==> config.mk <==
export PLATFORM = sky130hd
export DESIGN_NAME = segDisplayTop
export DESIGN_NICKNAME = d
export VERILOG_FILES = /design/src/source/segCmdPkg.sv /design/src/source/segGlyphPkg.sv /design/src/source/segBuses.sv /design/src/source/bcdConverter.sv /design/src/source/commandDecoder.sv /design/src/source/segDisplayTop.sv /design/src/source/segmentScanner.sv
export VERILOG_INCLUDE_DIRS = /design/src /design/src/source
export SDC_FILE = /design/constraint.sdc
export NUM_CORES = 1
export LEC_CHECK = 0
export BUFFER_PORTS_ARGS = -buffer_cell sky130_fd_sc_hd__buf_4
export CORE_ASPECT_RATIO = 2
export CORE_MARGIN = 10
export CORE_UTILIZATION = 50
export CTS_BUF_LIST = sky130_fd_sc_hd__clkbuf_16
export DETAILED_ROUTE_END_ITERATION = 10
export GPL_TIMING_DRIVEN = 0
export PLACE_DENSITY_LB_ADDON = 0.05
export RECOVER_POWER = 25
export SLEW_MARGIN = 40
export SYNTH_ARGS = -nofsm -noshare
export SYNTH_HDL_FRONTEND = slang
export SYNTH_SLANG_ARGS = --single-unit
==> constraint.sdc <==
create_clock -name CLK_I -period 5.6 [get_ports CLK_I]
set_input_delay 0.28 -clock CLK_I [delete_from_list [all_inputs] [get_ports CLK_I]]
set_output_delay 0.28 -clock CLK_I [all_outputs]
set_load 0.02 [all_outputs]
==> src/source/segDisplay_defs.svh <==
`ifndef SEG_DISPLAY_DEFS_SVH
`define SEG_DISPLAY_DEFS_SVH

// ~~~~~~~~~~~~~~~~~~~~~~~~~~~~~~~~~~~~~~~~~~~~~~~~~~
// display geometry and timing
// ~~~~~~~~~~~~~~~~~~~~~~~~~~~~~~~~~~~~~~~~~~~~~~~~~~

// the command format carries a 2-bit digit index and a 16-bit value,
// so this stays at four
`define SEG_DIGITS 4

// clock cycles each digit stays lit before the scan moves on
// kept small so a full scan takes few cycles in simulation
`define SEG_REFRESH_CYCLES 16

// ~~~~~~~~~~~~~~~~~~~~~~~~~~~~~~~~~~~~~~~~~~~~~~~~~~
// value limits
// ~~~~~~~~~~~~~~~~~~~~~~~~~~~~~~~~~~~~~~~~~~~~~~~~~~

// largest decimal number four digits can show
`define SEG_DEC_LIMIT 9999

`endif

==> src/source/segCmdPkg.sv <==
`default_nettype none

package segCmdPkg;

	// opcode sits in the top two bits of every command word
	typedef enum logic [1:0]
	{
		NOP   = 2'd0,
		DIGIT = 2'd1,
		VALUE = 2'd2
	} cmdOpT;

	// sets a single digit
	typedef struct packed
	{
		cmdOpT       op;
		logic [1:0]  index;
		logic [3:0]  nibble;
		logic        dot;
		logic        blank;
		logic [21:0] reserved;
	} digitCmdT;

	// loads the whole display from one number
	typedef struct packed
	{
		cmdOpT       op;
		logic        decimal;
		logic [12:0] reserved;
		logic [15:0] value;
	} valueCmdT;

	// both views share the opcode field at bits 31:30
	typedef union packed
	{
		digitCmdT digit;
		valueCmdT value;
	} cmdWordT;

endpackage

`default_nettype wire

==> src/source/segGlyphPkg.sv <==
`default_nettype none

package segGlyphPkg;

	// segments g down to a, a lit segment is a zero
	typedef logic [6:0] segPatternT;

	localparam segPatternT GLYPH_TABLE [16] = '{
		7'b1000000,
		7'b1111001,
		7'b0100100,
		7'b0110000,
		7'b0011001,
		7'b0010010,
		7'b0000010,
		7'b1111000,
		7'b0000000,
		7'b0010000,
		7'b0001000,
		7'b0000011,
		7'b1000110,
		7'b0100001,
		7'b0000110,
		7'b0001110
	};

	// shown on every digit when a decimal value does not fit
	localparam segPatternT OVERFLOW_GLYPH = 7'b0001001;

	function automatic segPatternT glyphOf(input logic [3:0] nibble);
		return GLYPH_TABLE[nibble];
	endfunction

endpackage

`default_nettype wire

==> src/source/segBuses.sv <==
`timescale 1ns/1ps
`default_nettype none

`include "segDisplay_defs.svh"

// one-cycle update requests from the decoder
interface updateBus;
	logic                            digitWrite;
	logic [$clog2(`SEG_DIGITS)-1:0]  index;
	logic [3:0]                      nibble;
	logic                            dot;
	logic                            blank;
	logic                            valueWrite;
	logic                            decimal;
	logic [15:0]                     value;

	modport source (output digitWrite, index, nibble, dot, blank, valueWrite, decimal, value);
	modport sink   (input  digitWrite, index, nibble, dot, blank, valueWrite, decimal, value);
endinterface

// levels describing what the display should show
interface frameBus;
	logic [`SEG_DIGITS*4-1:0] digits;
	logic [`SEG_DIGITS-1:0]   dots;
	logic [`SEG_DIGITS-1:0]   blank;
	logic                     overflow;

	modport source (output digits, dots, blank, overflow);
	modport sink   (input  digits, dots, blank, overflow);
endinterface

`default_nettype wire

==> src/source/bcdConverter.sv <==
`timescale 1ns/1ps
`default_nettype none

`include "segDisplay_defs.svh"

module bcdConverter
(
	input  wire logic CLK_I,
	input  wire logic reset,
	updateBus.sink    upd,
	frameBus.source   frame,
	output logic      busy
);

	localparam int         VALUE_BITS = 16;
	localparam int         BCD_BITS   = `SEG_DIGITS * 4;
	localparam logic [3:0] LAST_STEP  = 4'd15;
	localparam logic [VALUE_BITS-1:0] DEC_LIMIT = VALUE_BITS'(`SEG_DEC_LIMIT);

	// BCD digits above, binary value below
	logic [BCD_BITS+VALUE_BITS-1:0] shiftReg;
	logic [BCD_BITS+VALUE_BITS-1:0] shiftNext;
	logic [3:0]                     stepCount;
	logic                           overLimit;

	// one double-dabble step, add 3 to any digit of 5 or more, then shift
	always_comb
	begin
		logic [BCD_BITS+VALUE_BITS-1:0] adjusted;
		adjusted = shiftReg;
		for (int i = 0; i < `SEG_DIGITS; i++)
		begin
			if (adjusted[VALUE_BITS+4*i +: 4] >= 4'd5)
				adjusted[VALUE_BITS+4*i +: 4] = adjusted[VALUE_BITS+4*i +: 4] + 4'd3;
		end
		shiftNext = {adjusted[BCD_BITS+VALUE_BITS-2:0], 1'b0};
	end

	always_ff @(posedge CLK_I)
	begin
		if (busy)
			shiftReg <= shiftNext;
		else if (upd.valueWrite && upd.decimal)
		begin
			shiftReg  <= {{BCD_BITS{1'b0}}, upd.value};
			overLimit <= upd.value > DEC_LIMIT;
		end
	end

	// ~~~~~~~~~~~~~~~~~~~~~~~~~~~~~~~~~~~~~~~~~~~~~~~~~~
	// frame registers
	// ~~~~~~~~~~~~~~~~~~~~~~~~~~~~~~~~~~~~~~~~~~~~~~~~~~

	always_ff @(posedge CLK_I)
	begin
		if (reset)
		begin
			busy           <= 1'b0;
			stepCount      <= '0;
			frame.digits   <= '0;
			frame.dots     <= '0;
			frame.blank    <= '1;
			frame.overflow <= 1'b0;
		end
		else if (busy)
		begin
			// updates arriving now are dropped
			stepCount <= stepCount + 4'd1;
			if (stepCount == LAST_STEP)
			begin
				busy <= 1'b0;
				if (overLimit)
					frame.overflow <= 1'b1;
				else
				begin
					frame.digits   <= shiftNext[BCD_BITS+VALUE_BITS-1:VALUE_BITS];
					frame.blank    <= '0;
					frame.overflow <= 1'b0;
				end
			end
		end
		else if (upd.digitWrite)
		begin
			frame.digits[upd.index*4 +: 4] <= upd.nibble;
			frame.dots[upd.index]          <= upd.dot;
			frame.blank[upd.index]         <= upd.blank;
			frame.overflow                 <= 1'b0;
		end
		else if (upd.valueWrite && !upd.decimal)
		begin
			frame.digits   <= upd.value;
			frame.blank    <= '0;
			frame.overflow <= 1'b0;
		end
		else if (upd.valueWrite)
		begin
			busy      <= 1'b1;
			stepCount <= '0;
		end
	end

endmodule

`default_nettype wire

==> src/source/commandDecoder.sv <==
`timescale 1ns/1ps
`default_nettype none

module commandDecoder
(
	input  wire logic              CLK_I,
	input  wire logic              reset,
	input  wire logic              cmdStrobe,
	input  wire segCmdPkg::cmdWordT cmdWord,
	updateBus.source               upd
);

	segCmdPkg::cmdOpT opcode;
	logic             isDigit;
	logic             isValue;

	// the opcode field lines up in both views, either one would do here
	assign opcode = cmdWord.digit.op;

	always_comb
	begin
		isDigit = 1'b0;
		isValue = 1'b0;
		if (cmdStrobe)
		begin
			case (opcode)
				segCmdPkg::DIGIT: isDigit = 1'b1;
				segCmdPkg::VALUE: isValue = 1'b1;
				default:
				begin
					isDigit = 1'b0;
					isValue = 1'b0;
				end
			endcase
		end
	end

	// ~~~~~~~~~~~~~~~~~~~~~~~~~~~~~~~~~~~~~~~~~~~~~~~~~~
	// request pulses
	// ~~~~~~~~~~~~~~~~~~~~~~~~~~~~~~~~~~~~~~~~~~~~~~~~~~

	always_ff @(posedge CLK_I)
	begin
		if (reset)
		begin
			upd.digitWrite <= 1'b0;
			upd.valueWrite <= 1'b0;
		end
		else
		begin
			upd.digitWrite <= isDigit;
			upd.valueWrite <= isValue;
		end
	end

	// fields only matter alongside their pulse
	always_ff @(posedge CLK_I)
	begin
		if (isDigit)
		begin
			upd.index  <= cmdWord.digit.index;
			upd.nibble <= cmdWord.digit.nibble;
			upd.dot    <= cmdWord.digit.dot;
			upd.blank  <= cmdWord.digit.blank;
		end
		if (isValue)
		begin
			upd.decimal <= cmdWord.value.decimal;
			upd.value   <= cmdWord.value.value;
		end
	end

endmodule

`default_nettype wire

==> src/source/segDisplayTop.sv <==
`timescale 1ns/1ps
`default_nettype none

`include "segDisplay_defs.svh"

module segDisplayTop
(
	input  wire logic               CLK_I,
	input  wire logic               reset,
	input  wire logic               cmdStrobe,
	input  wire logic [31:0]        cmdWord,
	output logic                    busy,
	output logic [`SEG_DIGITS-1:0]  anodes,
	output logic [7:0]              cathodes
);

	updateBus updBus ();
	frameBus  frmBus ();

	// decode stage
	commandDecoder decoder
	(
		.CLK_I     (CLK_I),
		.reset     (reset),
		.cmdStrobe (cmdStrobe),
		.cmdWord   (cmdWord),
		.upd       (updBus.source)
	);

	// execute stage, owns the frame
	bcdConverter converter
	(
		.CLK_I (CLK_I),
		.reset (reset),
		.upd   (updBus.sink),
		.frame (frmBus.source),
		.busy  (busy)
	);

	// result stage, drives the pins
	segmentScanner scanner
	(
		.CLK_I    (CLK_I),
		.reset    (reset),
		.frame    (frmBus.sink),
		.anodes   (anodes),
		.cathodes (cathodes)
	);

endmodule

`default_nettype wire

==> src/source/segmentScanner.sv <==
`timescale 1ns/1ps
`default_nettype none

`include "segDisplay_defs.svh"

module segmentScanner
(
	input  wire logic               CLK_I,
	input  wire logic               reset,
	frameBus.sink                   frame,
	output logic [`SEG_DIGITS-1:0]  anodes,
	output logic [7:0]              cathodes
);

	localparam int CNT_BITS   = $clog2(`SEG_REFRESH_CYCLES);
	localparam int DIGIT_BITS = $clog2(`SEG_DIGITS);
	localparam logic [CNT_BITS-1:0]   LAST_COUNT = CNT_BITS'(`SEG_REFRESH_CYCLES - 1);
	localparam logic [DIGIT_BITS-1:0] LAST_DIGIT = DIGIT_BITS'(`SEG_DIGITS - 1);

	logic [CNT_BITS-1:0]   refreshCnt;
	logic [DIGIT_BITS-1:0] digitNo;
	logic [DIGIT_BITS-1:0] digitNext;
	logic                  refreshTick;
	logic [3:0]            nibble;

	// ~~~~~~~~~~~~~~~~~~~~~~~~~~~~~~~~~~~~~~~~~~~~~~~~~~
	// scan timing
	// ~~~~~~~~~~~~~~~~~~~~~~~~~~~~~~~~~~~~~~~~~~~~~~~~~~

	assign refreshTick = (refreshCnt == LAST_COUNT);

	always_comb
	begin
		digitNext = digitNo;
		if (refreshTick)
		begin
			if (digitNo == LAST_DIGIT)
				digitNext = '0;
			else
				digitNext = digitNo + 1'b1;
		end
	end

	always_ff @(posedge CLK_I)
	begin
		if (reset)
		begin
			refreshCnt <= '0;
			digitNo    <= '0;
			anodes     <= '1;
		end
		else
		begin
			if (refreshTick)
				refreshCnt <= '0;
			else
				refreshCnt <= refreshCnt + 1'b1;
			digitNo <= digitNext;
			// the anode pattern is built from the same next digit, so it
			// never lags the cathode selection
			anodes <= ~(`SEG_DIGITS'(1) << digitNext);
		end
	end

	// ~~~~~~~~~~~~~~~~~~~~~~~~~~~~~~~~~~~~~~~~~~~~~~~~~~
	// cathode drive
	// ~~~~~~~~~~~~~~~~~~~~~~~~~~~~~~~~~~~~~~~~~~~~~~~~~~

	assign nibble = frame.digits[digitNo*4 +: 4];

	always_comb
	begin
		if (frame.overflow)
			cathodes = {1'b1, segGlyphPkg::OVERFLOW_GLYPH};
		else if (frame.blank[digitNo])
			cathodes = 8'hFF;
		else
			cathodes = {~frame.dots[digitNo], segGlyphPkg::glyphOf(nibble)};
	end

endmodule

`default_nettype wire

Word-level counts from Yosys, hierarchy flattened
Memories as Yosys holds them, arrays and structs flattened. Cells that the tools add are included.

Bits in registers: 100. ROM bits: 112. Bits of input ports: 35. Output and inout port bits: 13. Logic and storage cells: 117. Memories: 1.

Add/sub/neg operators: 8. $lt $le $gt $ge: 9. Equal/unequal tests: 9. Shifts and indexed selects: 4. Mux-type cells: 49. Bitwise operators: 4. Reductions and logical operators: 13.

Memory list: (name not given) (words 16, bits a word 7, rd ports 1, clocked after Yosys merged registers in 0, wr ports 0, RTL line segGlyphPkg.sv:31) `return GLYPH_TABLE[nibble];`.

Operator list (number): $mux 16 (5); $mux 32 (2); $mux 4 (12); $neg 4->34 (1); $shift 4x34->16 const A (1); $shiftx 4x34->16 (1); $mux 1 (17); $bwmux 16 (1); $ge 4x3->1 const B (4); $gt 16x14->1 const B (1); $mux 8 (2); $shiftx 16x5->4 (1); $mux 7 (2); $add 4x2->4 const B (3); $add 4x1->4 const B (2); $bwmux 4 (2); $eq 4x4->1 const B (2); $lt 2x3->1 const B (2); $reduce_and 2->1 (3); $reduce_and 3->1 (2); $ge 5x5->1 const B (1); $not 4->5 (1); $bmux 1 s2 (2); $eq 2x2->1 const B (2); 17 further kinds (24).

Logic depth before layout (Yosys ltp)
Gate-level depths: netlist of run 1.

Word-level depth: 7. Mapped depth: 8. Gate-level depth less buffers: 7.

Cells and area by module
Synthesis of run 1 repeated with hierarchy kept, for this count alone.

Cells, all modules: 441. Area, all modules: 4992.3 µm².

By module, submodules not included: bcdConverter (times used 1, cells each 329, area each 3345.7 µm²); commandDecoder (times used 1, cells each 31, area each 835.8 µm²); segmentScanner (times used 1, cells each 81, area each 810.8 µm²).

Worst setup path after synthesis of run 1
Ideal clock, no wire load.

Path kind: register to output. Start point: register scanner.digitNo[0]. End point: output port cathodes[4]. Arrival time: 1.991 ns. Data required time: 5.320 ns. Slack: 3.329 ns. Stages on the path, launching flop included: 8. Cell sequence: dfxtp_1 buf_6 mux4_2 inv_1 ha_1 mux2i_1 o22a_1 a21oi_1.

Longest elaborated chain between the ends: 7. Elaborated cells between the ends (all ways): 9. Those cells by class: 1 x shift; 6 x mux; 1 x bitwise; 1 x memory.

Ends and longest elaborated chain: start, declared (RTL line segmentScanner.sv:21) `logic [DIGIT_BITS-1:0] digitNo;`; start signal, assigned (RTL line segmentScanner.sv:58) `digitNo <= digitNext;`; $shiftx 16x5->4 (RTL line segmentScanner.sv:69) `assign nibble = frame.digits[digitNo*4 +: 4];`; $not 4->5 (implied by the code) (RTL line segGlyphPkg.sv:31); $mem_v2 16x7; $mux 7 (implied by the code) (2 in a row) (RTL line segGlyphPkg.sv:31); $mux 8 (*) (RTL line segmentScanner.sv:75) `else if (frame.blank[digitNo])`; $mux 8 (*) (RTL line segmentScanner.sv:73) `if (frame.overflow)`; end, declared (RTL line segDisplayTop.sv:14) `output logic [7:0] cathodes`.

Every way passes the cells marked *; elsewhere a longest branch is shown, timed or not. The select of a mux whose other input is x is not followed.

Worst setup path in the final report of run 1
Start point: register scanner.digitNo[0]. End point: output port cathodes[6].

The elaborated chain is that of the path after synthesis.

==> results of run 1 <==
cells in the final DEF, fill, tap and decap left out, types with 4 or more instances in the layout:
cell type,synthesis,final
and2_1,5,5
buf_1,5,5
a211oi_1,5,5
buf_4,0,16
o21ai_0,10,10
nor3_1,12,12
a22o_1,16,16
clkbuf_1,6,6
nor3b_1,5,5
a211o_1,5,5
a21oi_1,41,41
a221o_1,6,6
edfxtp_1,57,57
nand3_1,12,12
clkbuf_4,0,25
inv_1,21,21
dfxtp_1,43,43
clkbuf_16,0,9
nand2_1,40,39
mux2i_1,7,7
ha_1,25,25
xnor2_1,5,5
nand2b_1,6,6
nor2b_1,8,8
mux4_2,4,4
nor2_1,36,36
buf_2,6,6
cell type report:
type	count	share of cell area [%]
multi-input combinational	309	38.05
clock inverter	7	1.032
clock buffer	9	3.952
inverter	23	1.537
timing repair buffer	41	5.401
buffer	20	1.998
tap	132	2.898
sequential	100	45.14
power by group:
part / total, uW / switching (uW) / internal (uW)
Combinational: 113 / 64.0 / 49.0
Sequential: 821 / 19.9 / 801
Clock: 592 / 284 / 308
synth_stat cells, types with 6 or more instances:
cell type and n:
edfxtp_1 57, dfxtp_1 43, a21oi_1 41, nand2_1 40
nor2_1 36, ha_1 25, inv_1 21, a22o_1 16
nand3_1 12, nor3_1 12, o21ai_0 10, nor2b_1 8
mux2i_1 7, a221o_1 6, buf_2 6, clkbuf_1 6
nand2b_1 6
cells by family after synthesis:
family | count (synthesis)
compound gates | 122
xor+xnor | 5
fa+ha+maj | 25
buf+inv | 43
flops | 100
mux | 16
simple gates | 141
how the worst min path moves through the flow:
stage,start,slack (ns),cells past startpoint,to
6_report,cmdWord[30],0.1,2,decoder.upd.valueWrite
5_1_grt,cmdWord[30],0.1,2,decoder.upd.valueWrite
4_1_cts,cmdWord[13],0.09,1,decoder.upd.value[13]
3_5_place_dp,converter.frame.digits[4],0.45,2,converter.frame.digits[4]
3_3_place_gp,converter.frame.dots[3],0.44,2,converter.frame.dots[3]
2_1_floorplan,cmdWord[30],0.36,1,decoder.upd.valueWrite
metrics by stage:
step           cell area (um2)  power, uW
6_report                  5699       1526
5_1_grt                   5699       1581
4_1_cts                   5702       1540
3_5_place_dp              5418      952.0
3_3_place_gp              5413      948.5
2_1_floorplan             4940      903.1
routing by layer:
layer	vias to the layer above	wire length, um
met1	1749	4375
met5	-	0
li1	1776	-
met3	27	385
met2	76	6813
met4	0	464
registers in the layout, summed over array words and instances (netlist names), 2 cells and up:
| name | cells |
|---|---|
| converter.stepCount | 4 |
| decoder.upd.value | 16 |
| scanner.anodes | 4 |
| converter.shiftReg | 32 |
| scanner.refreshCnt | 4 |
| converter.frame.blank | 4 |
| converter.frame.digits | 16 |
| decoder.upd.nibble | 4 |
| converter.frame.dots | 4 |
| decoder.upd.index | 2 |
| scanner.digitNo | 2 |
==> flow_metrics.env, run 1 <==
export IMPL_fin_crit_sh_pct=48.57
export IMPL_drv_cap=0
export IMPL_r2r_start="converter.busy"
export IMPL_grtUsageTotal_pct=16.86
export IMPL_critPathCapture="cathodes[6]"
export IMPL_status="complete, no violations"
export IMPL_critical_path_top_delay_family="multiplexers"
export IMPL_power_leakage_uw=0.002116
export IMPL_die_w_um=90.29
export IMPL_synth_xor_area_share_pct=0.8865
export IMPL_synth_top_cell_by_area="edfxtp_1"
export IMPL_syn_avg_cell_area_um2=10.93
export IMPL_post_cts_buffers=0
export IMPL_cts_root_buffer="clkbuf_16"
export IMPL_synth_compound_area_share_pct=17.91
export IMPL_grt_pass1_wl_mm=19.14
export IMPL_areaGrowthSynthToFinish_pct=15.37
export IMPL_diodes=0
export IMPL_h_tree_depth=3
export IMPL_critPathKind="register to output port"
export IMPL_nets=564
export IMPL_hold_buffers=0
export IMPL_yosysTopAreaCellShare_pct=34.65
export IMPL_hold_viol=0
export IMPL_path_depth=7
export IMPL_synth_seq_cells=100
export IMPL_grt_ovfl_total=0
export IMPL_ir_drop_v=0.0001994
export IMPL_dieArea_um2=14500
export IMPL_vias=3628
export IMPL_yosys_cell_types_count=65
export IMPL_whs_ns=0.09870
export IMPL_crit_path_start_kind="register"
export IMPL_vias_per_cell=5.660
export IMPL_grt_use_met2_pct=32.90
export IMPL_layout_cells_non_filler=641
export IMPL_tightest_slew_ns=1.293
export IMPL_synth_simple_gate_area_share_pct=14.03
export IMPL_met3_usage_pct=3.221
export IMPL_r2r_end="converter.shiftReg[17]"
export IMPL_drcViolationCount=0
export IMPL_cts_buffers=9
export IMPL_setup_tns_final_ns=0
export IMPL_grt_setup_unrepaired="false"
export IMPL_routabilityCongestion=0.9031
export IMPL_synthesis_nets=512
export IMPL_critPathBufInv=2
export IMPL_netlist_top_cells_area="edfxtp_1 (35%), dfxtp_1 (17%), ha_1 (6.3%)"
export IMPL_dieHeight_um=160.6
export IMPL_gr_usage_met1_pct=15.78
export IMPL_rr_worst_depth=5
export IMPL_fin_skew_ns=0.008316
export IMPL_cts_tree="yes"
export IMPL_crit_slowest_cell="mux4_2"
export IMPL_drtIter0Drc=269
export IMPL_post_cts_resized_instances=0
export IMPL_antenna_found_initial=0
export IMPL_r2r_slack_ns=3.17
export IMPL_utilization_pct=58.76
export IMPL_cp_cell_sequence="buf_6 > mux4_2 > ha_1 > mux2_1 > a21oi_1 > a21oi_1 > buf_4"
export IMPL_synth_top_family_by_area="compound AO/OA/AOI/OAI gates"
export IMPL_setup_violations=0
export IMPL_drive_gt1_share_pct=17.88
export IMPL_fin_ws_ns=2.880
export IMPL_io_buffer_count=41
export IMPL_worst_skew_pair_late_latency_ns=0.35
export IMPL_powerDensity_nw_per_um2=267.7
export IMPL_relSlewSlack_pct=13.46
export IMPL_ant_nets=0
export IMPL_required_ns=5.32
export IMPL_clk_path_buf_depth=2
export IMPL_io_pins=48
export IMPL_clk_pin_slew_ns=0.07
export IMPL_cp_arrival_ns=2.44
export IMPL_wl_per_cell_um=18.78
export IMPL_yosysWarnings=0
export IMPL_dp_worst_setup_slack_ns=3.115
export IMPL_start_util_pct=50.93
export IMPL_ys_seq_area_share_pct=52.08
export IMPL_register_area_um2=2572
export IMPL_fillers=872
export IMPL_totalWireLength_mm=12.04
export IMPL_grt_max_degree=32
export IMPL_dr_pass1_iters=4
export IMPL_hp_class="input port to register"
export IMPL_dpl_cell_count=625
export IMPL_synth_edf_count=57
export IMPL_synthesis_area_um2=4940
export IMPL_crit_top_cell="a21oi_1"
export IMPL_busiest_layer="met2"
export IMPL_crit_fanout=9
export IMPL_grt_pass1_vias=3775
export IMPL_fmax_mhz=367.7
export IMPL_slowest_delay_ns=0.59
export IMPL_async_reset_ff_share_pct=0
export IMPL_synth_ff_type="edfxtp_1"
export IMPL_finalMaxSlewViolations=0
export IMPL_rows=51
export IMPL_setup_worst_path_end_class="output port"
export IMPL_multi_input_area_um2=2168
export IMPL_cts_num_sinks=100
export IMPL_crit_start="scanner.digitNo[0]"
export IMPL_synthCells=452
export IMPL_coreArea_um2=9699
export IMPL_fin_crit_ns=2.720
export IMPL_synth_area_mux_share_pct=4.686
export IMPL_dp_hpwl_mm=9.539
export IMPL_yosys_area_share_adder_pct=6.332
No activity file was read; power rests on OpenSTA's default activity.
==> inputs of run 2 (changes only) <==
- clock period: 5.6 -> 2.7 ns (I/O delays scaled with it)
==> flow_metrics.env, run 2 (synthesis gave the netlist of run 1 again) <==
export IMPL_final_common_cell="edfxtp_1"
export IMPL_crit_slowest_cell="mux4_2"
export IMPL_status="complete, no violations"
export IMPL_tightest_slew_ns=1.293
export IMPL_rr_worst_depth=5
export IMPL_grt_pass1_vias=3901
export IMPL_fin_skew_ns=0.009354
export IMPL_top_register="converter.shiftReg"
export IMPL_grt_ovfl_total=0
export IMPL_largest_register_ffs=32
export IMPL_dr_pass1_iters=4
export IMPL_grt_setup_unrepaired="false"
export IMPL_top_regs="converter.shiftReg (32), converter.frame.digits (16), decoder.upd.value (16)"
export IMPL_cts_num_sinks=100
export IMPL_layout_cells_non_filler=668
export IMPL_fin_crit_ns=2.577
export IMPL_r2r_end="converter.shiftReg[17]"
export IMPL_critPathKind="register to output port"
export IMPL_critical_path_top_delay_family="multiplexers"
export IMPL_vias_per_cell=5.591
export IMPL_grtUsageTotal_pct=17.24
export IMPL_hold_depth=3
export IMPL_dieHeight_um=160.6
export IMPL_h_tree_depth=3
export IMPL_holdPathEnd="decoder.upd.valueWrite"
export IMPL_clk_pin_slew_ns=0.07
export IMPL_cp_arrival_ns=2.44
export IMPL_crit_top_cell="a21oi_1"
export IMPL_cts_root_buffer="clkbuf_16"
export IMPL_diodes=0
export IMPL_r2r_start="converter.busy"
export IMPL_hp_start="cmdWord[31]"
export IMPL_areaGrowthSynthToFinish_pct=20.34
export IMPL_vias=3735
export IMPL_drcViolationCount=0
export IMPL_coreArea_um2=9699
export IMPL_cp_cell_sequence="buf_6 > mux4_2 > ha_1 > mux2_1 > a21oi_1 > a21oi_1 > buf_4"
export IMPL_r2r_slack_ns=0.26
export IMPL_dp_hpwl_mm=9.539
export IMPL_drv_cap=0
export IMPL_grt_max_degree=32
export IMPL_rows=51
export IMPL_relSlewSlack_pct=13.46
export IMPL_io_pins=48
export IMPL_grt_pass1_wl_mm=19.61
export IMPL_slowest_delay_ns=0.58
export IMPL_critPathBufInv=2
export IMPL_powerDensity_nw_per_um2=537.5
export IMPL_hp_class="input port to register"
export IMPL_fin_crit_sh_pct=95.45
export IMPL_setup_violations=0
export IMPL_finalMaxSlewViolations=0
export IMPL_totalWireLength_mm=12.25
export IMPL_cts_buffers=9
export IMPL_fin_ws_ns=0.1228
export IMPL_routabilityCongestion=0.9031
export IMPL_nets=591
export IMPL_dieArea_um2=14500
export IMPL_post_cts_resized_instances=0
export IMPL_clk_path_buf_depth=2
export IMPL_dpl_cell_count=625
export IMPL_setup_tns_final_ns=0
export IMPL_ant_nets=0
export IMPL_power_leakage_uw=0.002210
export IMPL_required_ns=2.57
export IMPL_fillers=852
export IMPL_utilization_pct=61.29
export IMPL_drive_gt1_share_pct=16.04
export IMPL_worst_skew_pair_late_latency_ns=0.35
export IMPL_cts_tree="yes"
export IMPL_wl_per_cell_um=18.34
export IMPL_hold_viol=0
export IMPL_ir_drop_v=0.0004193
export IMPL_die_w_um=90.29
export IMPL_io_buffer_count=41
export IMPL_final_cell_mix="edfxtp_1 (57), dfxtp_1 (43), a21oi_1 (41), nand2_1 (39), nor2_1 (36)"
export IMPL_setup_worst_path_end_class="output port"
export IMPL_antenna_found_initial=0
export IMPL_crit_path_start_kind="register"
export IMPL_fmax_mhz=388.0
export IMPL_dp_worst_setup_slack_ns=0.2152
export IMPL_start_util_pct=50.93
export IMPL_drtIter0Drc=232
export IMPL_crit_fanout=9
-- run 2: changes by cell type in the layout (fill, tap and decap cells not counted), sizes merged --
cell	change
buf	-4
clkbuf	+5
dlygate4sd3	+26
-- run 2: repair_timing --
item | CTS | global route
endpoints found under the setup margin | 0 | 1
endpoints found under the hold margin | 27 | 0
hold buffers | 26 | 0
buffers inserted | 0 | 1
-- run 2: how the worst max path moves through the flow --
stage / startpoint / endpoint / slack, ns / depth (start not counted)
final: scanner.digitNo[0] / cathodes[6] / 0.12 / 7
after global routing: scanner.digitNo[0] / cathodes[3] / 0.008 / 9
after CTS: scanner.digitNo[0] / cathodes[3] / 0.10 / 8
after detailed placement: converter.busy / converter.shiftReg[31] / 0.22 / 5
after global placement: converter.busy / converter.shiftReg[29] / -0.22 / 5
after floorplan: converter.busy / converter.shiftReg[10] / 0.54 / 5
-- run 2: power by group --
part	switching (uW)	internal (uW)	total (uW)
registers	41.4	1660	1700
logic	138	125	263
clock network	589	639	1230
total	769	2430	3190
-- run 2: stage by stage --
| step | instance area [um2] | hold WS, ns | power [uW] |
|---|---|---|---|
| final | 5944 | 0.04725 | 3195 |
| after global routing | 5944 | 0.06916 | 3314 |
| after CTS | 5962 | 0.06237 | 3223 |
| after detailed placement | 5418 | 0.3145 | 1974 |
| after global placement | 5413 | 0.3135 | 1967 |
| after floorplan | 4940 | 0.2118 | 1873 |
-- run 2: cell type report --
class / instances / area, um2 / share of cell area [%]
Inverter: 23 / 87.58 / 1.473
Clock inverter: 7 / 58.81 / 0.9893
Multi-Input combinational cell: 309 / 2168 / 36.48
Clock buffer: 9 / 225.2 / 3.789
Buffer: 20 / 113.9 / 1.915
Timing Repair Buffer: 68 / 553.0 / 9.303
Sequential cell: 100 / 2572 / 43.28
Tap cell: 132 / 165.2 / 2.778
-- run 2: worst min-delay path: stages --
cell and delay [ns]:
buf_4 0.11, nand2_1 0.07, nor3_1 0.04
-- run 2: layer usage --
metal	share of wire (%)	GRT usage, %	vias to the layer above
met5	0	0	-
met4	3.9	9.098	0
met3	2.9	3.315	25
met2	56	33.73	79
met1	37	16.12	1795
li1	-	-	1836
==> inputs of run 3 (changes only) <==
- clock period: 2.7 -> 2.15 ns (I/O delays scaled with it)
==> flow_metrics.env, run 3 (synthesis gave the netlist of run 1 again) <==
export IMPL_status="complete, but fails checks"
export IMPL_violations="setup timing"
export IMPL_finalMaxSlewViolations=0
export IMPL_grtUsageTotal_pct=17.37
export IMPL_crit_start="scanner.digitNo[0]"
export IMPL_setup_violations=7
export IMPL_critPathKind="register to output port"
export IMPL_fin_crit_sh_pct=112.1
export IMPL_combPwrFrac_pct=8.3
export IMPL_fillers=836
export IMPL_clk_path_buf_depth=2
export IMPL_top_register="converter.shiftReg"
export IMPL_clk_pin_slew_ns=0.07
export IMPL_top_regs="converter.shiftReg (32), converter.frame.digits (16), decoder.upd.value (16)"
export IMPL_tightest_slew_ns=1.288
export IMPL_wl_per_cell_um=18.57
export IMPL_drv_cap=0
export IMPL_crit_path_start_kind="register"
export IMPL_sw_frac_of_total_pct=21.47
export IMPL_diodes=0
export IMPL_vias_per_cell=5.565
export IMPL_fmax_mhz=414.7
export IMPL_coreArea_um2=9699
export IMPL_fin_ws_ns=-0.2612
export IMPL_h_tree_depth=3
export IMPL_power_leakage_uw=0.002327
export IMPL_grt_max_degree=32
export IMPL_antenna_found_initial=0
export IMPL_largest_register_ffs=32
export IMPL_crit_top_cell="buf_6"
export IMPL_hp_class="input port to register"
export IMPL_io_pins=48
export IMPL_r2r_slack_ns=0.09
export IMPL_dr_pass1_iters=4
export IMPL_fin_crit_ns=2.411
export IMPL_seqPwrFrac_pct=49.4
export IMPL_critPathCapture="cathodes[6]"
export IMPL_rows=51
export IMPL_placed_cell_area_um2=5418
export IMPL_start_util_pct=50.93
export IMPL_slowest_delay_ns=0.61
export IMPL_r2r_start="decoder.upd.index[1]"
export IMPL_hold_viol=0
export IMPL_routabilityCongestion=0.9291
export IMPL_setup_tns_final_ns=-1.541
export IMPL_powerDensity_nw_per_um2=690.4
export IMPL_r2r_end="converter.frame.digits[12]"
export IMPL_cts_tree="yes"
export IMPL_intPower_uw=3395
export IMPL_cp_arrival_ns=2.30
export IMPL_fin_skew_ns=0.007233
export IMPL_cts_root_buffer="clkbuf_16"
export IMPL_grt_setup_unrepaired="true"
export IMPL_ant_nets=0
export IMPL_totalWireLength_mm=12.66
export IMPL_areaGrowthSynthToFinish_pct=26.77
export IMPL_die_w_um=90.29
export IMPL_dieHeight_um=160.6
export IMPL_path_depth=7
export IMPL_critical_path_top_delay_family="multiplexers"
export IMPL_grt_pass1_vias=3936
export IMPL_nets=605
export IMPL_critPathBufInv=2
export IMPL_p_sw_uw=928.1
export IMPL_crit_slowest_cell="mux4_2"
export IMPL_grt_ovfl_total=0
export IMPL_drive_gt1_share_pct=22.00
export IMPL_rr_worst_depth=7
export IMPL_setup_worst_path_end_class="output port"
export IMPL_worst_skew_pair_late_latency_ns=0.34
export IMPL_dp_worst_setup_slack_ns=-0.3505
export IMPL_ir_drop_v=0.0005480
export IMPL_drtIter0Drc=204
export IMPL_relSlewSlack_pct=13.83
export IMPL_cts_num_sinks=100
export IMPL_dpl_cell_count=625
export IMPL_vias=3795
export IMPL_crit_fanout=5
export IMPL_grt_pass1_wl_mm=19.94
export IMPL_fin_area_um2=6262
export IMPL_final_common_cell="edfxtp_1"
export IMPL_clkPwrFrac_pct=42.2
export IMPL_cp_cell_sequence="buf_6 > mux4_2 > ha_4 > mux2_4 > a21oi_4 > a21oi_2 > buf_6"
export IMPL_io_buffer_count=41
export IMPL_final_cell_mix="edfxtp_1 (57), dfxtp_1 (42), nand2_1 (39), a21oi_1 (36), nor2_1 (34)"
export IMPL_drcViolationCount=0
export IMPL_dp_hpwl_mm=9.453
export IMPL_layout_cells_non_filler=682
export IMPL_dieArea_um2=14500
export IMPL_required_ns=2.04
export IMPL_cts_buffers=9
## run 3: cell count changes in the layout (fill, tap and decap cells not counted), sizes merged
cell / previous run / this run
clkbuf: 45 / 47
bufinv: 0 / 3
inv: 25 / 24
clkinv: 4 / 2
buf: 26 / 38
## run 3: area by class of cell
type	count	area (um2)	share of cell area [%]
Clock inverter	7	115.1	1.838
Clock buffer	9	225.2	3.596
Multi-Input combinational cell	309	2303	36.78
Sequential cell	100	2574	41.10
Tap cell	132	165.2	2.637
Timing Repair Buffer	82	669.4	10.69
Inverter	23	92.59	1.479
Buffer	20	117.6	1.878
## run 3: worst min path at each step
stage	start	to	slack (ns)	cells after the start
3_5_place_dp	cmdWord[13]	decoder.upd.value[13]	0.29	1
3_3_place_gp	cmdWord[4]	decoder.upd.value[4]	0.29	1
6_report	cmdWord[31]	decoder.upd.valueWrite	0.03	3
5_1_grt	cmdWord[31]	decoder.upd.valueWrite	0.05	3
2_1_floorplan	cmdWord[30]	decoder.upd.valueWrite	0.18	1
4_1_cts	cmdWord[31]	decoder.upd.valueWrite	0.04	3
## run 3: worst reg2reg max path: cells and delay by family, from the launching register on
| kind | cells | cell delay [ns] |
|---|---|---|
| adder cells (fa/ha/maj) | 1 | 0.23 |
| flip-flops | 1 | 0.44 |
| AO/OA/AOI/OAI | 3 | 0.48 |
| AND/OR/NAND/NOR | 2 | 0.66 |
| buffers and inverters | 1 | 0.17 |
## run 3: metal layers
layer / vias to the layer above / global-route usage, % / part of all wire, %
li1: 1863 / - / -
met1: 1825 / 16.40 / 36
met2: 83 / 33.96 / 57
met3: 24 / 3.595 / 3.3
met4: 0 / 8.443 / 3.4
met5: - / 0 / 0
## run 3: per-stage QoR
step	util, %	hold WS [ns]	total power [uW]
3_3_place_gp	55.83	0.2861	2470
4_1_cts	63.78	0.03672	4341
5_1_grt	64.56	0.04583	4476
6_report	64.56	0.02871	4324
2_1_floorplan	-	0.1843	2352
3_5_place_dp	55.86	0.2869	2479
## run 3: power groups by stage
stage | registers (uW) | logic [uW] | clock network, uW
after floorplan | 2160 | 190 | 0
after global placement | 2180 | 291 | 0
after detailed placement | 2180 | 297 | 0
after CTS | 2140 | 355 | 1850
after global routing | 2140 | 397 | 1940
final | 2140 | 361 | 1830
## run 3: repair_timing
item,CTS,global route
hold buffers,26,0
resized for setup,23,15
endpoints found under the hold margin,29,0
setup endpoints to repair,46,13
buffers inserted,9,6
pin swaps,8,7
